### src/logic/cart_defs.svh
`ifndef CART_DEFS_SVH
`define CART_DEFS_SVH

// ==========================================================================
// Cartridge header layout (download byte addresses)
// ==========================================================================

// First of the six ID words, 11 characters in all
`define CART_ID_ADDR          25'h180
// Write here closes the header and runs the ID tables
`define CART_ID_DONE_ADDR     25'h190
// Initial stack pointer, first word of every image
`define CART_SP_ADDR          25'h000

// ==========================================================================
// Mapper and SRAM sizing
// ==========================================================================

// Any mask bit in this field means an image above 4 MB
`define CART_BANK_MASK_TOP    24
`define CART_BANK_MASK_BOT    22

// 32 KB battery SRAM
`define CART_SRAM_AW          15

// Light gun sensor delay when the ID is not in the table
`define CART_GUN_DELAY_DEFAULT 8'd44

`endif

### src/logic/cart_pkg.sv
`default_nettype none

package cart_pkg;

	// ROM word address, byte address bits 24:1
	typedef logic [24:1] word_addr_t;

	// 68000 bus word address
	typedef logic [23:1] bus_addr_t;

	// Data word on the cartridge bus and the download port
	typedef logic [15:0] bus_data_t;

	// SSF2 bank number, 512 KB pages
	typedef logic [5:0] bank_t;

	// Light gun sensor delay in lines
	typedef logic [7:0] gun_delay_t;

	// Per-title quirks found in the header
	typedef struct packed {
		// No SRAM even though the image asks for it
		logic noram;
		// YM2612 busy flag emulation
		logic fmbusy;
		// Sega Channel, SRAM enable is not writable
		logic schan;
	} quirks_t;

endpackage

`default_nettype wire

### src/logic/rom_loader.sv
`timescale 1ns/100ps
`default_nettype none

module rom_loader import cart_pkg::*; (
	input  wire         clk,
	input  wire         reset,
	input  wire         cart_dl,
	input  wire         cart_dl_wr,
	input  wire  [24:0] cart_dl_addr,
	input  bus_data_t   cart_dl_data,
	output logic        rom_wr,
	output word_addr_t  rom_wr_addr,
	output bus_data_t   rom_wr_data,
	output word_addr_t  rom_sz,
	output word_addr_t  rom_mask
);

	logic       dl_q;
	logic       dl_start;
	logic       dl_word;
	word_addr_t dl_index;

	assign dl_start = cart_dl & ~dl_q;
	assign dl_word  = cart_dl & cart_dl_wr;
	assign dl_index = cart_dl_addr[24:1];

	// One write strobe per download word
	always_ff @(posedge clk) begin
		dl_q <= cart_dl;
		if (reset) begin
			rom_wr <= 1'b0;
		end else begin
			rom_wr <= dl_word;
		end
	end

	always_ff @(posedge clk) begin
		if (dl_word) begin
			rom_wr_addr <= dl_index;
			rom_wr_data <= cart_dl_data;
		end
	end

	// Size and mask follow the highest words seen in this download
	always_ff @(posedge clk) begin
		if (dl_start) begin
			rom_sz   <= '0;
			rom_mask <= '0;
		end
		if (dl_word) begin
			rom_sz   <= dl_index + 1'b1;
			rom_mask <= (dl_start ? '0 : rom_mask) | dl_index;
		end
	end

	// A ROM write only ever comes from a download word
	rom_wr_in_download: assert property (
		@(posedge clk) disable iff (reset)
		$rose(rom_wr) |-> $past(cart_dl)
	);

endmodule

`default_nettype wire

### config.mk
export PLATFORM = sky130hd
export DESIGN_NAME = rom_loader
export DESIGN_NICKNAME = d
export VERILOG_FILES = /design/src/logic/cart_defs.svh /design/src/logic/cart_pkg.sv /design/src/logic/rom_loader.sv
export SDC_FILE = /design/constraint.sdc
export NUM_CORES = 1
export LEC_CHECK = 0
export BUFFER_PORTS_ARGS = -buffer_cell sky130_fd_sc_hd__buf_2
export CAP_MARGIN = 20
export CORE_MARGIN = 10
export CORE_UTILIZATION = 51
export DETAILED_ROUTE_END_ITERATION = 8
export PLACE_DENSITY = 0.88
export REMOVE_ABC_BUFFERS = 1
export SLEW_MARGIN = 20
export SYNTH_ARGS = -nofsm -noshare
export SYNTH_HDL_FRONTEND = slang
export SYNTH_SLANG_ARGS = --single-unit
### constraint.sdc
create_clock -name clk -period 4.65 [get_ports clk]
set_input_delay 0.465 -clock clk [delete_from_list [all_inputs] [get_ports clk]]
set_output_delay 0.465 -clock clk [all_outputs]
set_load 0.005 [all_outputs]
Word-level counts from Yosys, hierarchy flattened --
Cells that the tools add are included.
Word-level totals: logic and storage cells 16, register bits 90, output and inout bits 89, input bits 45
Cells by class: bitwise logic cells 4, reductions and logical operators 1, add/subtract/negate cells 1, muxes and demuxes 4
Operator list (number):
- two-way mux 24 bit | 4
- adder 24 x 1 -> 24 bit, second input constant | 1
- OR 24 bit | 1
- AND 1 bit | 2
- nonzero test 2 bit | 1
- inverter 1 bit | 1

Logic depth before layout (Yosys ltp) --
Gate-level depths: netlist (run 1).
depth in word-level cells 5, depth in mapped cells 6, mapped depth without buffers 5

Worst setup path before layout (run 1) --
No wires, ideal clock.
kind input-to-reg, start input port cart_dl, end register rom_wr_addr[0], enable pin, path buffers 1, data required time 4.230 ns, path slack 2.148 ns, stages on the path 3, setup time 0.420 ns, arrival 2.082 ns, path through nand2_1 > inv_1 > buf_1
On the way: cells in the longest elaborated chain, start to end 1
RTL lines:
- start: declaration | line rom_loader.sv:7 | input wire cart_dl,
- AND 1 bit | line rom_loader.sv:24 | assign dl_word = cart_dl & cart_dl_wr;
- net dl_word | line rom_loader.sv:20 | logic dl_word;
- end signal: assignment | line rom_loader.sv:39 | rom_wr_addr <= dl_index;
- end: declaration | line rom_loader.sv:12 | output word_addr_t rom_wr_addr,
The timed path passes the listed nets, and every way through them passes these cells. A chain may end at the register's enable or synchronous reset.

Worst setup path in the final report (run 1) --
start input port cart_dl_addr[1], end register rom_sz[20] (data pin)
On the way: cells in the longest elaborated chain, start to end 2
RTL lines:
- start: declaration | line rom_loader.sv:9 | input wire [24:0] cart_dl_addr,
- adder 24 x 1 -> 24 bit | line rom_loader.sv:51 | rom_sz <= dl_index + 1'b1;
- two-way mux 24 bit | line rom_loader.sv:50 | if (dl_word) begin
- end signal: assignment | line rom_loader.sv:51
- end: declaration | line rom_loader.sv:14 | output word_addr_t rom_sz,
Every way passes these cells.

==> flow_summary.json, run 1 <==
{
  "async_reset_ff_share_pct": 0,
  "track_usage_pct": 16.43,
  "routed_via_density": 5.461,
  "synthFlopType": "edfxtp_1",
  "dpl.hpwl_um": 6242,
  "place_area_mm2": 0.004026,
  "hold_buffers": 0,
  "p_comb_share_pct": 11.4,
  "grt_overflow_total": 0,
  "cap_violations": 0,
  "wire_per_inst_um": 18.60,
  "drc": 0,
  "final-hold-violation-count": 0,
  "clkPwrFrac_pct": 30.5,
  "cp.arrival_ns": 2.45,
  "start_util_pct": 52.40,
  "cts_buffers": 9,
  "drv_slew": 0,
  "yosys.area_share.simple_pct": 11.72,
  "grt_pass1_wl_um": 13030,
  "synthAdderAreaFrac_pct": 0.3782,
  "synth_mux_area_share_pct": 0,
  "hp-start": "cart_dl",
  "rows": 29,
  "grt_pass1_vias": 2487,
  "die_x_um": 100.5,
  "r2r_end": "rom_sz[11]",
  "wl_um": 8389,
  "crit_top_cell": "or4_1",
  "synth_area_mm2": 0.003308,
  "antenna_left": 0,
  "h-tree-depth": 3,
  "cts_setup_buffers": 0,
  "p_leak_uw": 0.001834,
  "p_int_uw": 1257,
  "holdPathStages": 1,
  "fp.dieArea_mm2": 0.01011,
  "vias": 2463,
  "critPathLaunchType": "input port",
  "n_antenna_cell": 0,
  "nFillCells": 479,
  "post-route-period-util_pct": 48.62,
  "critPathMaxFanout": 8,
  "io_buffer_count": 132,
  "swShare_pct": 23.15,
  "core_mm2": 0.006314,
  "grt_setup_unrepaired": "false",
  "finClkSkew_ns": 0.005838,
  "avgSynthCellArea_um2": 14.20,
  "cts_tree": "yes",
  "worst_setup_path_end_kind": "flop",
  "layout_commonest_cell": "buf_2",
  "firstDrtPassIters": 4,
  "fmaxAchievable_mhz": 442.3,
  "reg2reg_from": "dl_q",
  "synth.yosys.seq_area_share_pct": 73.83,
  "worstHoldPathType": "input port to flop",
  "ff2ff_path_depth": 4,
  "synth_top_family_by_area": "simple AND/OR/NAND/NOR gates",
  "ir_drop_mv": 0.2278,
  "multi_input_area_um2": 800.8,
  "synth_warnings": 0,
  "critical_path.cell_chain": "buf_2, ha_1, nand4_2, or4_1, or4_1, a21oi_1",
  "clock-sinks": 90,
  "path_class": "input port to flop",
  "r2r_slack_ns": 2.78,
  "drtIter0Drc": 115,
  "syn_to_final_growth_pct": 28.21,
  "worst_pin_slew_ns": 0.9080,
  "synth_xor_area_share_pct": 2.383,
  "grt_max_degree": 38,
  "cpPeakStageDelay_ns": 0.70,
  "synth-compound-area-share_pct": 9.720,
  "clk_pin_slew_worst_paths_ns": 0.08,
  "antenna_found_initial": 0,
  "die_h_um": 100.5,
  "seq_power_share_pct": 58.1,
  "power_density_mw_per_mm2": 385.7,
  "hold_path_end": "dl_q",
  "synth_cells": 233,
  "finish.instance_area_mm2": 0.004242,
  "register_area_mm2": 0.002442,
  "finalSetupViolCount": 0,
  "tns_ns": 0,
  "power.switching_uw": 378.7,
  "cts_buffer_depth": 2,
  "finalWeightedCongestion": 0.8196,
  "synth-seq-cells": 90,
  "crit_family": "simple AND/OR/NAND/NOR gates",
  "nets": 415,
  "ys_types": 36,
  "layout_common_cells": "132 x buf_2, 64 x edfxtp_1, 26 x dfxtp_1",
  "path_buf_inv": 1,
  "synth_edf_count": 64,
  "clk_latency_ns": 0.33,
  "drive_gt1_share_pct": 41.98,
  "io_pins": 134,
  "status": "finished clean",
  "period_minus_slack_ns": 2.261,
  "maxSlewHeadroom_pct": 38.96,
  "cp_data_required_time_ns": 4.84,
  "crit_slowest_cell": "or4_1",
  "ctsResizeCount": 0,
  "cts-root-buf": "clkbuf_8"
}
==> stage by stage <==
stage	total power [uW]	cells	hold slack [ns]	utilization, %	worst slack (ns)
2_1_floorplan	1035	222	0.4345	-	2.001
3_3_place_gp	1146	433	0.4215	63.77	1.872
3_5_place_dp	1156	433	0.4319	63.77	1.829
4_1_cts	1647	449	0.2549	66.71	2.019
5_1_grt	1712	451	0.2565	67.18	2.290
6_report	1636	451	0.2737	67.18	2.389
==> cell families (layout without fill, tap and decap cells) <==
| group | count (synthesis) | after routing |
|---|---|---|
| DFF | 90 | 90 |
| xor gates and xnor gates | 9 | 9 |
| buffers and inverters | 14 | 155 |
| adders and majority gates | 1 | 1 |
| AOI/OAI and AO/OA | 45 | 45 |
| and+or+nand+nor | 74 | 74 |
==> cell usage after synthesis (2+ instances only) <==
master | n | share of area (%)
a21oi_1 | 9 | 1.4
a22o_1 | 17 | 4.5
a31oi_1 | 4 | 0.76
a41o_1 | 4 | 1.2
and3_1 | 4 | 0.76
buf_1 | 2 | 0.23
clkbuf_1 | 6 | 0.68
dfxtp_1 | 26 | 16
edfxtp_1 | 64 | 58
inv_1 | 3 | 0.34
nand2_1 | 23 | 2.6
nand3_1 | 8 | 1.2
nand4_1 | 3 | 0.57
nand4_2 | 2 | 0.76
nand4b_1 | 2 | 0.53
nor2_1 | 15 | 1.7
nor3_1 | 3 | 0.45
o21ai_0 | 9 | 1.4
or3_1 | 3 | 0.57
or3_2 | 2 | 0.45
or4_1 | 2 | 0.45
xnor2_1 | 5 | 1.3
xor2_1 | 4 | 1.1
==> final cells by class <==
class                           instances  share of cell area, %
Inverter                                3                 0.2655
Multi-Input combinational cell        129                  18.88
Sequential cell                        90                  57.58
Clock inverter                          6                  1.357
Tap cell                               77                  2.271
Clock buffer                           10                  3.009
Timing Repair Buffer                  136                  16.64
==> worst register-to-register path: cells and delay by family (launching register included) <==
kind / cells / cell delay, ns
buffers and inverters: 2 / 0.53
AND/OR/NAND/NOR: 2 / 0.75
flip-flops: 1 / 0.30
==> layer usage <==
metal	global-route usage [%]	vias up	wire (um)
met5	0	-	0
met3	5.418	15	708
met4	7.174	0	141
li1	-	1156	-
met1	19.00	1171	3264
met2	27.20	121	4274
==> sequential cells by signal, indices dropped and copies added (netlist names) <==
register / count
dl_q: 1
rom_wr: 1
rom_sz: 24
rom_mask: 24
rom_wr_data: 16
rom_wr_addr: 24
==> power by group through the flow <==
| stage | clock network, uW | registers [uW] | logic, uW |
|---|---|---|---|
| 2_1_floorplan | 0 | 979 | 56.3 |
| 3_3_place_gp | 0 | 965 | 181 |
| 3_5_place_dp | 0 | 969 | 187 |
| 4_1_cts | 509 | 951 | 187 |
| 5_1_grt | 547 | 957 | 208 |
| 6_report | 500 | 950 | 186 |
==> how the worst max path moves through the flow <==
stage | startpoint | endpoint | slack, ns | cells after the start
after floorplan | cart_dl | rom_sz[15] | 2.00 | 5
after global placement | cart_dl | rom_sz[12] | 1.87 | 3
after detailed placement | cart_dl | rom_sz[12] | 1.83 | 3
after CTS | dl_q | rom_sz[19] | 2.02 | 2
after global routing | cart_dl_addr[3] | rom_sz[23] | 2.29 | 5
final | cart_dl_addr[1] | rom_sz[20] | 2.39 | 6
(Power assumes the default switching activity.)
==> run 2: changes to the inputs <==
- CORE_UTILIZATION: 51 -> 48
- PLACE_DENSITY: 0.88 -> 0.84
- clock period: 4.65 -> 2.37 ns (I/O delays scaled with it)
==> run 2 against run 1 <==
Effect of this change:
- clock power up 80%
- flip-flop and latch count stayed put
- worst hold slack lost 0.25 ns
- first-iteration DRC count fell by 18%
- clock skew increased by 0.00082 ns
- final area grew 1.0%
- sequential share of layout area shrank 0.59 points
- via count down 0.24%
- largest cell class unchanged
- highest routed layer unchanged
==> flow_summary.json, run 2 (synthesis gave the netlist of run 1 again) <==
{
  "status": "finished clean",
  "die_x_um": 103.0,
  "routed-wl-met3_um": 828,
  "final-hold-violation-count": 0,
  "routed_via_density": 5.295,
  "core_mm2": 0.006756,
  "finalWeightedCongestion": 0.8041,
  "syn_to_final_growth_pct": 29.54,
  "dr_wl_met2_um": 4296,
  "grt_overflow_total": 0,
  "antenna_found_initial": 0,
  "top_regs": "rom_mask (24), rom_sz (24), rom_wr_addr (24)",
  "cts_buffer_depth": 2,
  "drc": 0,
  "rows": 30,
  "register_area_mm2": 0.002442,
  "tns_ns": 0,
  "track_usage_pct": 15.85,
  "fmaxAchievable_mhz": 554.2,
  "maxSlewHeadroom_pct": 68.66,
  "drtIter0Drc": 94,
  "grt_max_degree": 28,
  "wire_per_inst_um": 18.16,
  "wl_met1_um": 3178,
  "multi_input_area_um2": 800.8,
  "critPathMaxFanout": 4,
  "wl_um": 8426,
  "drive_gt1_share_pct": 43.23,
  "io_buffer_count": 132,
  "h-tree-depth": 3,
  "antenna_left": 0,
  "clk_latency_ns": 0.35,
  "clock-sinks": 90,
  "firstDrtPassIters": 4,
  "finClkSkew_ns": 0.006660,
  "p_total_uw": 3134,
  "grt_pass1_vias": 2497,
  "place_area_mm2": 0.004120,
  "fp.dieArea_mm2": 0.01061,
  "layout_common_cells": "132 x buf_2, 64 x edfxtp_1, 26 x dfxtp_1",
  "nFillCells": 537,
  "critPathLaunchType": "input port",
  "cp.arrival_ns": 2.01,
  "start_util_pct": 48.96,
  "cts_setup_buffers": 0,
  "grt_setup_unrepaired": "false",
  "highest_layer": "met4",
  "cts_tree": "yes",
  "hold_buffers": 0,
  "finalSetupViolCount": 0,
  "io_pins": 134,
  "worst_setup_path_end_kind": "flop",
  "final_util_pct": 63.43,
  "path_class": "input port to flop",
  "power_density_mw_per_mm2": 731.4,
  "p_leak_uw": 0.001872,
  "layout_commonest_cell": "buf_2",
  "cts-root-buf": "clkbuf_8",
  "crit_family": "simple AND/OR/NAND/NOR gates",
  "die_h_um": 103.0,
  "path_buf_inv": 1,
  "ir_drop_mv": 0.4288,
  "cts_buffers": 9,
  "drv_slew": 0,
  "clk_pin_slew_worst_paths_ns": 0.08,
  "cp_data_required_time_ns": 2.58,
  "worstHoldPathType": "input port to flop",
  "worst_pin_slew_ns": 0.4694,
  "critical_path.cell_chain": "buf_2, ha_1, nand4_2, or4_1, or4_1, a21oi_1",
  "ctsResizeCount": 0,
  "cap_violations": 0,
  "period_minus_slack_ns": 1.804,
  "n_antenna_cell": 0,
  "grt_pass1_wl_um": 12890,
  "post-route-period-util_pct": 76.14,
  "crit_slowest_cell": "or4_1",
  "finish.instance_area_mm2": 0.004285,
  "nets": 425,
  "vias": 2457,
  "crit_top_cell": "or4_1",
  "cpPeakStageDelay_ns": 0.61,
  "dpl.hpwl_um": 6321
}
## run 2: metrics by stage
stage | instances | worst slack (ns) | hold slack (ns)
2_1_floorplan | 222 | -0.05118 | 0.2647
5_1_grt | 464 | 0.4744 | 0.01517
3_3_place_gp | 448 | 0.2436 | 0.3790
4_1_cts | 464 | 0.5579 | 0.01073
6_report | 464 | 0.5655 | 0.01888
3_5_place_dp | 448 | 0.1902 | 0.3822
## run 2: routing by layer
| layer | track usage (%) | vias up |
|---|---|---|
| li1 | - | 1172 |
| met2 | 27.50 | 102 |
| met5 | 0 | - |
| met4 | 6.738 | 0 |
| met1 | 17.18 | 1171 |
| met3 | 5.496 | 12 |
## run 2: cell type report
cell class                 count  share of cell area [%]
clock buffer                  13                   3.474
clock inverter                 3                  0.3796
inverter                       3                  0.2628
multi-input combinational    129                   18.69
sequential                    90                   56.99
tap                           80                   2.336
timing repair buffer         146                   17.87
## run 2: power by group
| group | internal [uW] | switching [uW] | leakage, uW | total, uW |
|---|---|---|---|---|
| Clock | 406 | 493 | 0.0000811 | 899 |
| Combinational | 171 | 200 | 0.000953 | 371 |
| Sequential | 1820 | 42.9 | 0.000838 | 1860 |
| Total | 2400 | 736 | 0.00187 | 3130 |
## run 2: path summary, 6_finish.rpt
kind / from / slack, ns / depth (start not counted) / endpoint
setup / recovery: cart_dl_addr[1] / 0.57 / 6 / rom_sz[20]
hold / removal: cart_dl / 0.02 / 1 / dl_q
setup reg to reg: dl_q / 1.27 / 3 / rom_sz[12]
hold reg to reg: rom_mask[17] / 0.44 / 2 / rom_mask[17]
