--- config.mk ---
export PLATFORM = sky130hd
export DESIGN_NAME = md_bank_regs
export DESIGN_NICKNAME = d
export VERILOG_FILES = /design/src/logic/cart_pkg.sv /design/src/logic/md_bank_regs.sv
export VERILOG_INCLUDE_DIRS = /design/src /design/src/logic
export SDC_FILE = /design/constraint.sdc
export NUM_CORES = 1
export LEC_CHECK = 0
export BUFFER_PORTS_ARGS = -buffer_cell sky130_fd_sc_hd__buf_2
export CORE_MARGIN = 3
export CORE_UTILIZATION = 45
export CTS_BUF_LIST = sky130_fd_sc_hd__clkbuf_4 sky130_fd_sc_hd__clkbuf_8 sky130_fd_sc_hd__clkbuf_16
export DETAILED_ROUTE_END_ITERATION = 8
export GPL_TIMING_DRIVEN = 0
export MAX_ROUTING_LAYER = met4
export PLACE_DENSITY_LB_ADDON = 0.3
export REMOVE_ABC_BUFFERS = 1
export SLEW_MARGIN = 20
export SYNTH_ARGS = -nofsm -noshare
export SYNTH_HDL_FRONTEND = slang
export SYNTH_SLANG_ARGS = --single-unit
--- constraint.sdc ---
create_clock -name clk -period 2.85 [get_ports clk]
set_input_delay 0.1425 -clock clk [delete_from_list [all_inputs] [get_ports clk]]
set_output_delay 0.1425 -clock clk [all_outputs]
set_load 0.005 [all_outputs]
--- src/logic/cart_defs.svh ---
`ifndef CART_DEFS_SVH
`define CART_DEFS_SVH

// ==========================================================================
// Cartridge header layout (download byte addresses)
// ==========================================================================

// First of the six ID words, 11 characters in all
`define CART_ID_ADDR          25'h180
// Write here closes the header and runs the ID tables
`define CART_ID_DONE_ADDR     25'h190
// Initial stack pointer, first word of every image
`define CART_SP_ADDR          25'h000

// ==========================================================================
// Mapper and SRAM sizing
// ==========================================================================

// Any mask bit in this field means an image above 4 MB
`define CART_BANK_MASK_TOP    24
`define CART_BANK_MASK_BOT    22

// 32 KB battery SRAM
`define CART_SRAM_AW          15

// Light gun sensor delay when the ID is not in the table
`define CART_GUN_DELAY_DEFAULT 8'd44

`endif

--- src/logic/cart_pkg.sv ---
`default_nettype none

package cart_pkg;

	// ROM word address, byte address bits 24:1
	typedef logic [24:1] word_addr_t;

	// 68000 bus word address
	typedef logic [23:1] bus_addr_t;

	// Data word on the cartridge bus and the download port
	typedef logic [15:0] bus_data_t;

	// SSF2 bank number, 512 KB pages
	typedef logic [5:0] bank_t;

	// Light gun sensor delay in lines
	typedef logic [7:0] gun_delay_t;

	// Per-title quirks found in the header
	typedef struct packed {
		// No SRAM even though the image asks for it
		logic noram;
		// YM2612 busy flag emulation
		logic fmbusy;
		// Sega Channel, SRAM enable is not writable
		logic schan;
	} quirks_t;

endpackage

`default_nettype wire

--- src/logic/md_bank_regs.sv ---
`timescale 1ns/100ps
`default_nettype none

`include "cart_defs.svh"

module md_bank_regs import cart_pkg::*; (
	input  wire              clk,
	input  wire              reset,
	input  bus_addr_t        cart_addr,
	input  bus_data_t        cart_data_wr,
	input  wire              cart_lwr,
	input  wire              cart_time,
	input  word_addr_t       rom_mask,
	input  quirks_t          quirks,
	output bank_t      [7:0] bank,
	output logic             bank_use,
	output logic             sram_bank
);

	logic       reg_wr;
	logic       big_image;
	logic [2:0] reg_idx;

	// Registers sit in the /TIME window, odd byte writes only
	assign reg_wr  = cart_lwr & cart_time;
	assign reg_idx = cart_addr[3:1];

	// Banking only makes sense past 4 MB
	assign big_image = |rom_mask[`CART_BANK_MASK_TOP:`CART_BANK_MASK_BOT];

	always_ff @(posedge clk) begin
		if (reset) begin
			// Identity map, page n at window n
			for (int i = 0; i < 8; i++) begin
				bank[i] <= bank_t'(i);
			end
			bank_use  <= 1'b0;
			sram_bank <= 1'b0;
		end else if (reg_wr) begin
			if (big_image) begin
				if (reg_idx != 3'd0) begin
					bank[reg_idx] <= cart_data_wr[5:0];
					bank_use      <= 1'b1;
				end else begin
					sram_bank <= cart_data_wr[0];
				end
			end else if (!quirks.schan) begin
				// Sega Channel uses this register for its own purposes
				sram_bank <= cart_data_wr[0];
			end
		end
	end

endmodule

`default_nettype wire

## Yosys cells after proc, flatten, opt, wreduce, memory -nomap -nowiden

Index checks and enable logic that the tools add are counted.

- Output and inout port bits: 50
- Register bits: 50
- Word-level logic and storage cells: 26
- Input port bits: 70

- Magnitude comparators: 2
- Bitwise operators: 1
- Equal/unequal tests: 2
- Reductions and logical operators: 5
- Multiplexer cells: 6

Operator list:

| kind | count |
|---|---|
| $bwmux 48 | 1 |
| $demux 6 s3 | 1 |
| $mux 6 | 1 |
| $reduce_and 3->1 | 2 |
| $lt 3x4->1 const B | 1 |
| $ge 3x1->1 const B | 1 |
| $mux 1 | 3 |
| $reduce_bool 3->1 | 1 |
| $reduce_or 3->1 | 1 |
| $ne 2x1->1 const B | 1 |
| $ne 2x2->1 const B | 1 |
| $and 1x1->1 | 1 |
| $logic_and 1x1->1 | 1 |

## Logic depth before layout (Yosys ltp)

Gate-level depths: netlist of the first run.

- Word-level depth: 5
- Gate-level depth with buffers: 5
- Mapped depth without buffers: 3

## Worst setup path after synthesis of the first run

No wires, ideal clock.

- Kind: in2reg
- From: in cart_addr[2]
- To: reg sram_bank
- Path buffers: 1
- Slack: 1711 ps
- Cell stages on the path: 4
- Arrival time: 1068 ps
- Path through: buf_4 -> or3_1 -> a211oi_1 -> mux2i_1

- Cells in the longest elaborated chain, start to end: 3

RTL lines:

| element | line | RTL |
|---|---|---|
| start, declared | md_bank_regs.sv:9 | `input bus_addr_t cart_addr,` |
| $reduce_bool 3->1 | md_bank_regs.sv:41 | `if (reg_idx != 3'd0) begin` |
| $ne 2x2->1 (no line) | n/a |  |
| $reduce_and 3->1 (no line) | n/a |  |
| end signal, assigned | md_bank_regs.sv:45 | `sram_bank <= cart_data_wr[0];` |
| end signal, assigned | md_bank_regs.sv:49 | `sram_bank <= cart_data_wr[0];` |
| end, declared | md_bank_regs.sv:17 | `output logic sram_bank` |

No other way between the ends.
A chain may end at the register's enable or synchronous reset.

## Worst setup path in the final report of the first run

- From: in rom_mask[23]
- To: reg bank[21] (netlist name)

- Cells in the longest elaborated chain, start to end: 2

RTL lines:

| element | line | RTL |
|---|---|---|
| start, declared | md_bank_regs.sv:13 | `input word_addr_t rom_mask,` |
| $reduce_or 3->1 | md_bank_regs.sv:29 | `` assign big_image = \|rom_mask[`CART_BANK_MASK_TOP:`CART_BANK_MASK_BOT]; `` |
| $reduce_and 3->1 (no line) | n/a |  |
| end signal, assigned by index | md_bank_regs.sv:35 | `bank[i] <= bank_t'(i);` |
| end signal, assigned by index | md_bank_regs.sv:42 | `bank[reg_idx] <= cart_data_wr[5:0];` |
| end, declared | md_bank_regs.sv:15 | `output bank_t [7:0] bank,` |

No other way between the ends.

==> results of run 1 <==
[cell type report]
class / instances / area, um^2
Tap cell: 50 / 62.56
Multi-Input combinational cell: 122 / 935.9
Clock inverter: 1 / 8.758
Timing Repair Buffer: 66 / 330.3
Sequential cell: 50 / 1001
Clock buffer: 7 / 96.34
Fill cell: 370 / 1709
[kinds of logic (layout without fill, tap and decap cells)]
logic type | after synthesis | count (layout)
AND/OR/NAND/NOR | 76 | 76
flip-flops | 50 | 50
multiplexers | 43 | 43
buffers and inverters | 10 | 74
AO/OA/AOI/OAI | 3 | 3
[cell usage after synthesis (all sizes together)]
| library cell | count |
|---|---|
| or3 | 2 |
| or2b | 2 |
| nand3b | 2 |
| nor2b | 7 |
| nand2 | 1 |
| a211oi | 1 |
| clkbuf | 3 |
| and2b | 1 |
| nor2 | 17 |
| a41oi | 1 |
| and3b | 1 |
| nand2b | 35 |
| nor4b | 1 |
| dfxtp | 50 |
| nand3 | 3 |
| buf | 7 |
| nand4 | 1 |
| o311a | 1 |
| mux2i | 43 |
| and3 | 2 |
| nand4b | 1 |
[metal layers]
metal / vias up / track usage / share of wire
met4: 0 / 0.05533 / 0.015
li1: 735 / - / -
met5: - / - / 0
met1: 636 / 0.2141 / 0.48
met3: 7 / 0.05510 / 0.069
met2: 47 / 0.2525 / 0.43
[through the flow]
stage / hold WS [ns] / worst slack, ns / utilization
2_1_floorplan: 0.2141 / 1.725 / -
3_3_place_gp: 0.4449 / 1.432 / 0.5622
3_5_place_dp: 0.4466 / 1.418 / 0.5622
4_1_cts: 0.1320 / 1.749 / 0.5876
5_1_grt: 0.1632 / 1.612 / 0.5876
6_report: 0.1352 / 1.742 / 0.5876
[worst min-delay path, stage by stage]
cell and delay [ns]:
buf_2 0.10, a41oi_1 0.09, nor2_1 0.07
[how the worst max path moves through the flow]
stage                             endpoint  slack, ns
floorplan           sram_bank$_SDFFE_PP0P_       1.72
global placement     bank[34]$_SDFFE_PP0P_       1.43
detailed placement   bank[34]$_SDFFE_PP0P_       1.42
CTS                  bank[21]$_SDFFE_PP0P_       1.75
global route         bank[21]$_SDFFE_PP0P_       1.61
finish               bank[21]$_SDFFE_PP0P_       1.74
[registers in the layout, indices dropped and copies added, names as in the netlist]
register and flops:
sram_bank 1, bank 48, bank_use 1
[power breakdown]
group          leakage [nW]  internal [mW]  switching, mW
Combinational         0.808         0.0374         0.0448
Sequential            0.404          0.706        0.00402
Clock                0.0544          0.223          0.223
==> summary.txt, run 1 <==
Yosys
  • Seq cells post-synth: 50
  • Synth warn: 0
  • Adder-cell share of the synthesized area: 0
  • Post-synthesis mux area share: 0.2141
  • Largest family of logic cells by synthesized area: simple AND/OR/NAND/NOR gates
  • Yosys cell types: 25
  • Synthesized area per cell: 11.05 um^2
  • XOR/XNOR Fraction of Synth Area: 0
  • Post-synthesis simple-gate area fraction: 0.2383
  • Sequential share of the synthesized area: 0.4978
  • Compound-gate portion of the synthesized area: 0.01307
  • Largest cells by area after synthesis: dfxtp_1 50%, mux2i_1 21%, nand2b_1 11%, nor2_1 3.2%, buf_6 2.2%
  • Top cell type's share of synthesized area: 0.4978
  • Yosys top cell by area: dfxtp_1
  • Synthesized cell area: ~2000 um^2
  • Cells after Synth: 182

Place
  • Placed insts: 288
  • Post-DP Area: about 2300 um^2
  • Post-DP HPWL: between 2000 and 3000 um
  • IO Port Bufs: 66
  • GPL Wtd Cong: 0.6872

Power and ir drop
  • Peak supply drop: 0.0003335 V
  • Lkg Pwr: about 1.3 nW
  • Total Power: 1.238 mW
  • Pwr Density: 508.6 nW/um^2

Cells and area
  • Nets: ~320
  • Antenna diode count: 0
  • Design area: 2435 um^2
  • Layout cell share with drive strength beyond 1: 0.3415
  • Most frequent cells in the layout: 66 x buf_2, 50 x dfxtp_1, 43 x mux2i_1
  • Most common cell after layout, fill and taps aside: buf_2
  • Area Overhead vs Synth: 21.10%
  • Non-filler instance count after layout: 296

Setup path
  • Required @ worst endpoint: 3.02 ns
  • FF-to-FF setup slack: 2.19 ns
  • Bufs and invs on worst path: 1
  • Setup Crit Path Kind: input pin to flip-flop
  • Critical path origin: rom_mask[23]
  • Top delay family on crit path: compound AO/OA/AOI/OAI gates
  • Worst reg-to-reg path cell count: 2
  • Critical Path Sink Type: flip-flop
  • Slowest cell on the critical path: o311a_1
  • Crit path largest cell delay: 0.44 ns
  • Worst r2r dst: bank_use$_SDFFE_PP0P_
  • Critical Path AT: 1.28 ns
  • Critical-path cell list: buf_2 -> o311a_1 -> nand4b_2 -> mux2i_1
  • Critical path startpoint category: input pin
  • RR Startpoint: bank_use$_SDFFE_PP0P_
  • Critical path depth: 4
  • Crit path max fanout: 10

Die
  • Die Area: 5306 um^2
  • Boundary Pins: 120
  • Die H: 72.85 um
  • Area of the core: 4144 um^2
  • FP Rows: 23
  • Initial core utilization: 0.4852
  • Die W: ~73 um

Global routing
  • Global-route wire length before repair: 6713 um
  • Gr ovfl total: 0
  • GRT Util Overall: 0.1683
  • Pin count of the biggest net entering global routing: 60
  • Antenna violations before repair: 0
  • Vias in the first global route: between 1,000 and 1,500

Timing
  • Final TNS setup: 0 ns
  • Relative slew margins: 0.4400
  • Tightest Pin Transition: roughly 0.84 ns
  • Final hold viol count: 0
  • Period utilization: 0.3888
  • Final Max Tran Viols: 0
  • Min cycle time layout: between 1 and 1.5 ns
  • Max frequency: approximately 900 MHz
  • # setup viols final: 0
  • Clock Skew: 0 ns
  • Unrepaired setup endpoints after global routing: no

Run status
  • Status: finished clean

Clocking
  • Cts repair resizes: 0
  • Post-CTS setup buffers: 0
  • Clock sinks: 50
  • H-tree levels: 2
  • Post-CTS Hold Fix Bufs: 0
  • Root Buffer: clkbuf_8
  • Maximum buffer depth of the clock tree: 2
  • CTS Buf Count: 5
  • Worst skew pair latency: 0.29 ns
  • Clock-pin slew on the worst setup and hold paths: 0.09 ns
  • CTS tree: built

Run
  • Max_cap viols: 0

Detailed routing
  • First-pass detailed-route iteration total: 4
  • Vias: 1,425
  • Drt initial violations: 64
  • Vias per cell: just under 5
  • Drc violations: 0
  • WL final: 3955 um
  • ANT nets after route: 0
  • Wire length per cell: 13.36 um

Min path
  • Hold depth: 3
  • Hold Path Sink: bank_use$_SDFFE_PP0P_
  • Hold path startpoint: cart_time
  • Hold Path Class: input pin to flip-flop
Note: power is estimated with default switching activity, not from simulation.
==> inputs of run 2 (changes only) <==
Settings changed: CORE_UTILIZATION 45 to 43.
Clock period 2.85 ns to 1.1 ns, I/O delays scaled along.
==> summary.txt, run 2 (synthesis gave the netlist of run 1 again) <==
Run status
  • Status: finished clean

Cells and area
  • Nets: 315 (unchanged)
  • Filler Cells Inserted: 410 (+11%)
  • Area Overhead vs Synth: 22.22%
  • Most frequent cells in the layout: 65 x buf_2, 50 x dfxtp_1, 43 x mux2i_1
  • Most common cell after layout, fill and taps aside: buf_2
  • Seq. cell area: 1001 um^2 (unchanged)
  • Max reg flops: 48 (unchanged)
  • Antenna diode count: 0 (unchanged)
  • Reg with most FFs: bank
  • Largest regs: bank (48), bank_use (1), sram_bank (1)
  • Layout cell share with drive strength beyond 1: 0.3415 (unchanged)
  • Design area: 2457 um^2 (+0.92%)
  • Area occupied by multi-input gates: 944.7 um^2 (+0.94%)

Place
  • IO Port Bufs: 66 (unchanged)
  • GPL Wtd Cong: 0.6893 (+0.31%)
  • Post-DP HPWL: 2890 um (+4.0%)
  • Post-DP Area: 2332 um^2 (+0.11%)

Power and ir drop
  • Clock share of power: 0.387 (+0.027)
  • Pwr Density: 1366 nW/um^2 (+170%)
  • Peak supply drop: 0.0008509 V (+160%)
  • Power share of the sequential group: 0.548 (-0.026)
  • Lkg Pwr: 1.279 nW (+0.91%)
  • P_sw: 0.6985 mW (+160%)
  • Switching Share: 0.2081 (-0.01169)
  • Internal power: 2.658 mW (+180%)
  • Logic pwr share: 0.065 (about the same)

Timing
  • Hold slack: 0.04879 ns (-0.08646 ns)
  • Relative slew margins: 0.6678 (+0.2279)
  • # setup viols final: 0 (unchanged)
  • Clock Skew: 0 ns (unchanged)
  • Final Max Tran Viols: 0 (unchanged)
  • Max frequency: 978.6 MHz
  • Min cycle time layout: 1.022 ns
  • Final hold viol count: 0 (unchanged)
  • Unrepaired setup endpoints after global routing: no
  • Tightest Pin Transition: 0.4983 ns (-0.3418 ns)
  • Period utilization: 0.9290

Die
  • Initial core utilization: 0.4524 (-0.03278)
  • Boundary Pins: 120 (unchanged)
  • Area of the core: 4444 um^2 (+7.2%)
  • FP Rows: 24 (+4.3%)
  • Die W: 74.38 um (+2.1%)
  • Die Area: 5532 um^2 (+4.3%)
  • Die H: 74.38 um (+2.1%)

Clocking
  • Maximum buffer depth of the clock tree: 2 (unchanged)
  • CTS Buf Count: 5 (unchanged)
  • Worst skew pair latency: 0.29 ns (about the same)
  • Post-CTS Hold Fix Bufs: 0 (unchanged)
  • CTS tree: built
  • Clock sinks: 50 (unchanged)
  • H-tree levels: 2 (unchanged)
  • Clock-pin slew on the worst setup and hold paths: 0.09 ns (about the same)
  • Root Buffer: clkbuf_8

Detailed routing
  • WL final: 4121 um (+4.2%)
  • Vias: 1,466 (+2.9%)
  • First-pass detailed-route iteration total: 4 (unchanged)
  • Vias per cell: 4.919 (+2.2%)
  • Wire length per cell: 13.83 um (+3.5%)
  • Drt initial violations: 80 (+25%)
  • ANT nets after route: 0 (unchanged)
  • Drc violations: 0 (unchanged)

Setup path
  • Critical Path Sink Type: flip-flop
  • Required @ worst endpoint: 1.27 ns (-1.75 ns)
  • Setup Crit Path Kind: input pin to flip-flop
  • CP Capture Point: bank[43]$_SDFFE_PP1P_
  • Critical path origin: rom_mask[23]
  • Critical path startpoint category: input pin
  • Critical Path AT: 1.19 ns (-0.09 ns)
  • RR Startpoint: bank_use$_SDFFE_PP0P_
  • Worst r2r dst: bank_use$_SDFFE_PP0P_
  • FF-to-FF setup slack: 0.45 ns (-1.74 ns)
  • Crit path max fanout: 10 (unchanged)
  • Worst reg-to-reg path cell count: 2 (unchanged)

Global routing
  • Vias in the first global route: 1,428 (+1.5%)
  • GRT Util Overall: 0.1654 (-0.002926)
  • Global-route wire length before repair: 6706 um (-0.10%)
  • Antenna violations before repair: 0 (unchanged)
  • Pin count of the biggest net entering global routing: 60 (unchanged)
  • Gr ovfl total: 0 (unchanged)

Run
  • Max_cap viols: 0 (unchanged)

Min path
  • Hold Path Class: input pin to flip-flop
-- run 2: cell count changes in the layout (fill, tap and decap cells not counted), sizes merged --
cell | before | now
clkinv | 1 | 0
buf | 66 | 65
clkbuf | 7 | 8
bufinv | 0 | 1
-- run 2: repair_timing --
| action | in CTS | in global routing |
|---|---|---|
| endpoints found under the setup margin | 0 | 22 |
| resized for setup | 0 | 2 |
| buffers inserted | 0 | 0 |
-- run 2: worst max-delay path, cell delays in order --
cell,delay (ns)
buf_2,0.10
o311a_1,0.47
nand4_2,0.36
mux2i_1,0.21
-- run 2: through the flow --
step	TNS [ns]	std cells	utilization	setup slack, ns	total power, mW
after floorplan	0	172	-	0.06201	1.989
after global placement	-7.653	290	0.5248	-0.2738	2.098
after detailed placement	-7.920	290	0.5248	-0.2520	2.100
after CTS	0	298	0.5504	0.07076	3.399
after global routing	0	298	0.5529	0.001691	3.485
final	0	298	0.5529	0.07812	3.357
-- run 2: final cells by class --
class / count / area share
Timing Repair Buffer: 66 / 0.1354
Tap cell: 52 / 0.02648
Clock buffer: 7 / 0.03411
Multi-Input combinational cell: 122 / 0.3844
Sequential cell: 50 / 0.4073
Clock inverter: 1 / 0.01222
-- run 2: metal layers --
layer / track usage / part of all wire / routed length [um]
met3: 0.05000 / 0.065 / 268
met5: - / 0 / 0
met2: 0.2488 / 0.46 / 1879
met4: 0.04743 / 0.0046 / 19
met1: 0.2150 / 0.47 / 1954
-- run 2: worst min path at each step --
stage / start / endpoint / slack (ns) / cells after the start
3_5_place_dp: cart_time / bank_use$_SDFFE_PP0P_ / 0.36 / 3
6_report: cart_time / bank_use$_SDFFE_PP0P_ / 0.05 / 3
5_1_grt: cart_data_wr[0] / bank[6]$_SDFFE_PP1P_ / 0.09 / 3
4_1_cts: cart_time / bank_use$_SDFFE_PP0P_ / 0.05 / 3
3_3_place_gp: cart_time / bank_use$_SDFFE_PP0P_ / 0.35 / 3
2_1_floorplan: reset / bank[0]$_SDFFE_PP0P_ / 0.13 / 1
-- run 2: power by group through the flow --
stage               Clock [mW]  Combinational, mW  Sequential, mW
floorplan                    0              0.104            1.89
global placement             0              0.215            1.88
detailed placement           0              0.216            1.88
CTS                       1.34              0.218            1.84
global route              1.40              0.244            1.84
finish                    1.30              0.218            1.84
==> inputs of run 3 (changes only) <==
Settings changed: ABC_AREA set to 1.
==> summary.txt, run 3 <==
Setup path
  • Crit path largest cell delay: 0.54 ns (+0.07 ns)
  • Critical Path AT: 1.22 ns (+0.03 ns)
  • Critical Path Sink Type: flip-flop
  • Crit path max fanout: 6 (-4)
  • Critical path startpoint category: input pin
  • Critical-path cell list: dlygate4sd3_1 -> buf_2 -> inv_1 -> nand4_1 -> nand2_1 -> nor2_1
  • Top delay family on crit path: buffers and inverters
  • FF-to-FF setup slack: 0.48 ns (+0.03 ns)
  • Slowest cell on the critical path: dlygate4sd3_1
  • Setup Crit Path Kind: input pin to flip-flop
  • Required @ worst endpoint: 1.30 ns (+0.03 ns)
  • Bufs and invs on worst path: 3 (+2)

Yosys
  • Seq cells post-synth: 50 (unchanged)
  • Largest family of logic cells by synthesized area: simple AND/OR/NAND/NOR gates
  • Synth warn: 0 (unchanged)
  • Top cells by count, synth: 78 x nor2_1, 67 x nand2_1, 50 x dfxtp_1, 26 x nand4_1, 25 x inv_1
  • Post-synthesis simple-gate area fraction: 0.4304 (+0.1920)
  • Top cell type's share of synthesized area: 0.4822 (-0.01560)
  • Yosys top cell by area: dfxtp_1
  • Compound-gate portion of the synthesized area: 0.004822 (-0.008246)
  • Synthesized cell area: 2076 um^2 (+3.2%)
  • Yosys cell types: 15 (-40%)
  • FFs w/ async S/R, synth: 0 (unchanged)
  • EDFF count, synth: 0 (unchanged)
  • XOR/XNOR Fraction of Synth Area: 0 (unchanged)
  • Synthesized area per cell: 7.084 um^2 (-36%)
  • Sequential share of the synthesized area: 0.4822 (-0.01560)
  • Synth Flop Type: dfxtp_1
  • Most common cell in the synthesized netlist: nor2_1
  • Adder-cell share of the synthesized area: 0 (unchanged)
  • Cells after Synth: 293 (+61%)
  • Largest cells by area after synthesis: dfxtp_1 48%, nor2_1 14%, nand2_1 12%, nand4_1 7.8%, nand3_1 4.6%
  • Post-synthesis mux area share: 0 (-0.2141)

Detailed routing
  • Vias: 1,975 (+35%)
  • Drt initial violations: 132 (+65%)
  • Wire length per cell: 12.10 um (-13%)
  • Drc violations: 0 (unchanged)
  • Vias per cell: 4.817 (-2.1%)
  • ANT nets after route: 0 (unchanged)
  • First-pass detailed-route iteration total: 4 (unchanged)
  • WL final: 4960 um (+20%)

Die
  • Area of the core: 4504 um^2 (+1.4%)
  • Die Area: 5697 um^2 (+3.0%)
  • Die W: 75.48 um (+1.5%)
  • Die H: 75.48 um (+1.5%)
  • Boundary Pins: 120 (unchanged)
  • FP Rows: 24 (unchanged)
  • Initial core utilization: 0.4608 (+0.008412)

Timing
  • Clock Skew: 0 ns (unchanged)
  • Final Max Tran Viols: 0 (unchanged)
  • Unrepaired setup endpoints after global routing: no
  • Final hold viol count: 0 (unchanged)
  • Tightest Pin Transition: 0.5152 ns (+0.01694 ns)
  • Final TNS setup: 0 ns (unchanged)
  • Hold slack: 0.04974 ns (+0.0009471 ns)
  • Max frequency: 975.9 MHz (-0.28%)
  • Min cycle time layout: 1.025 ns (+0.002867 ns)
  • # setup viols final: 0 (unchanged)
  • Period utilization: 0.9316 (+0.002606)
  • Relative slew margins: 0.6558 (-0.01206)

Cells and area
  • Max reg flops: 48 (unchanged)
  • Area Overhead vs Synth: 24.35%
  • Layout cell share with drive strength beyond 1: 0.2514 (-0.09007)
  • Most frequent cells in the layout: 78 x nor2_1, 67 x nand2_1, 66 x buf_2
  • Reg with most FFs: bank
  • Antenna diode count: 0 (unchanged)
  • Largest regs: bank (48), bank_use (1), sram_bank (1)
  • Most common cell after layout, fill and taps aside: nor2_1
  • Nets: 429 (+36%)

Clocking
  • CTS Buf Count: 5 (unchanged)
  • CTS tree: built
  • Clock-pin slew on the worst setup and hold paths: 0.08 ns (about the same)
  • Root Buffer: clkbuf_8
  • H-tree levels: 2 (unchanged)
  • Maximum buffer depth of the clock tree: 2 (unchanged)
  • Clock sinks: 50 (unchanged)
  • Worst skew pair latency: 0.30 ns (about the same)

Place
  • IO Port Bufs: 66 (unchanged)
  • Post-DP HPWL: 3524 um (+22%)
  • GPL Wtd Cong: 0.8317 (+21%)

Power and ir drop
  • Pwr Density: 1256 nW/um^2 (-8.1%)
  • Peak supply drop: 0.0005505 V (-35%)
  • Lkg Pwr: 1.273 nW (-0.42%)

Run
  • Max_cap viols: 0 (unchanged)

Global routing
  • GRT Util Overall: 0.1932 (+0.02780)
  • Global-route wire length before repair: 8100 um (+21%)
  • Gr ovfl total: 0 (unchanged)
  • Pin count of the biggest net entering global routing: 43 (-28%)
  • Antenna violations before repair: 0 (unchanged)
  • Vias in the first global route: 1,724 (+21%)

Run status
  • Status: finished clean

Min path
  • Hold Path Class: input pin to flip-flop
-- run 3: path summary, 6_finish.rpt --
kind | from | endpoint | depth (start not counted)
setup reg to reg | bank[8]$_SDFFE_PP0P_ | bank[8]$_SDFFE_PP0P_ | 4
hold / removal | reset | bank_use$_SDFFE_PP0P_ | 2
hold reg to reg | bank[1]$_SDFFE_PP0P_ | bank[1]$_SDFFE_PP0P_ | 2
setup / recovery | cart_data_wr[3] | bank[45]$_SDFFE_PP0P_ | 6
-- run 3: kinds of logic after synthesis --
group | Yosys count
AO/OA/AOI/OAI | 2
buffers and inverters | 43
flip-flops | 50
AND/OR/NAND/NOR | 198
-- run 3: per-layer routing --
metal  vias up  global-route usage  wire length [um]
li1       1046                   -                 -
met1       875              0.2531              2370
met2        47              0.3011              2262
met3         7             0.03166               241
met4         0             0.06990                86
met5         -                   -                 0
-- run 3: layout make-up --
cell class,count,area [um^2]
Sequential cell,50,1001
Multi-Input combinational cell,200,919.6
Timing Repair Buffer,71,391.6
Fill cell,460,1923
Tap cell,52,65.06
Inverter,31,121.4
Clock buffer,6,82.58
-- run 3: power by group --
part | internal (mW) | switching, mW | leakage (nW)
Sequential | 1.84 | 0.0154 | 0.405
Combinational | 0.113 | 0.222 | 0.825
Clock | 0.486 | 0.564 | 0.0431
Total | 2.44 | 0.801 | 1.27
-- run 3: through the flow --
stage	total power, mW	std cells	utilization	worst slack, ns	area (um^2)
2_1_floorplan	2.083	281	-	-0.6907	2021
3_3_place_gp	2.208	399	0.5364	-1.262	2416
3_5_place_dp	2.220	400	0.5397	-0.4874	2431
4_1_cts	3.267	409	0.5678	0.07401	2557
5_1_grt	3.387	410	0.5731	0.003181	2581
6_report	3.242	410	0.5731	0.07525	2581
-- run 3: timing repair --
action,4_1_cts,5_1_grt
setup endpoints to repair,42,7
hold buffers,3,0
endpoints found under the hold margin,3,0
pin swaps,0,1
gates resized for setup,3,1
setup buffers,0,1
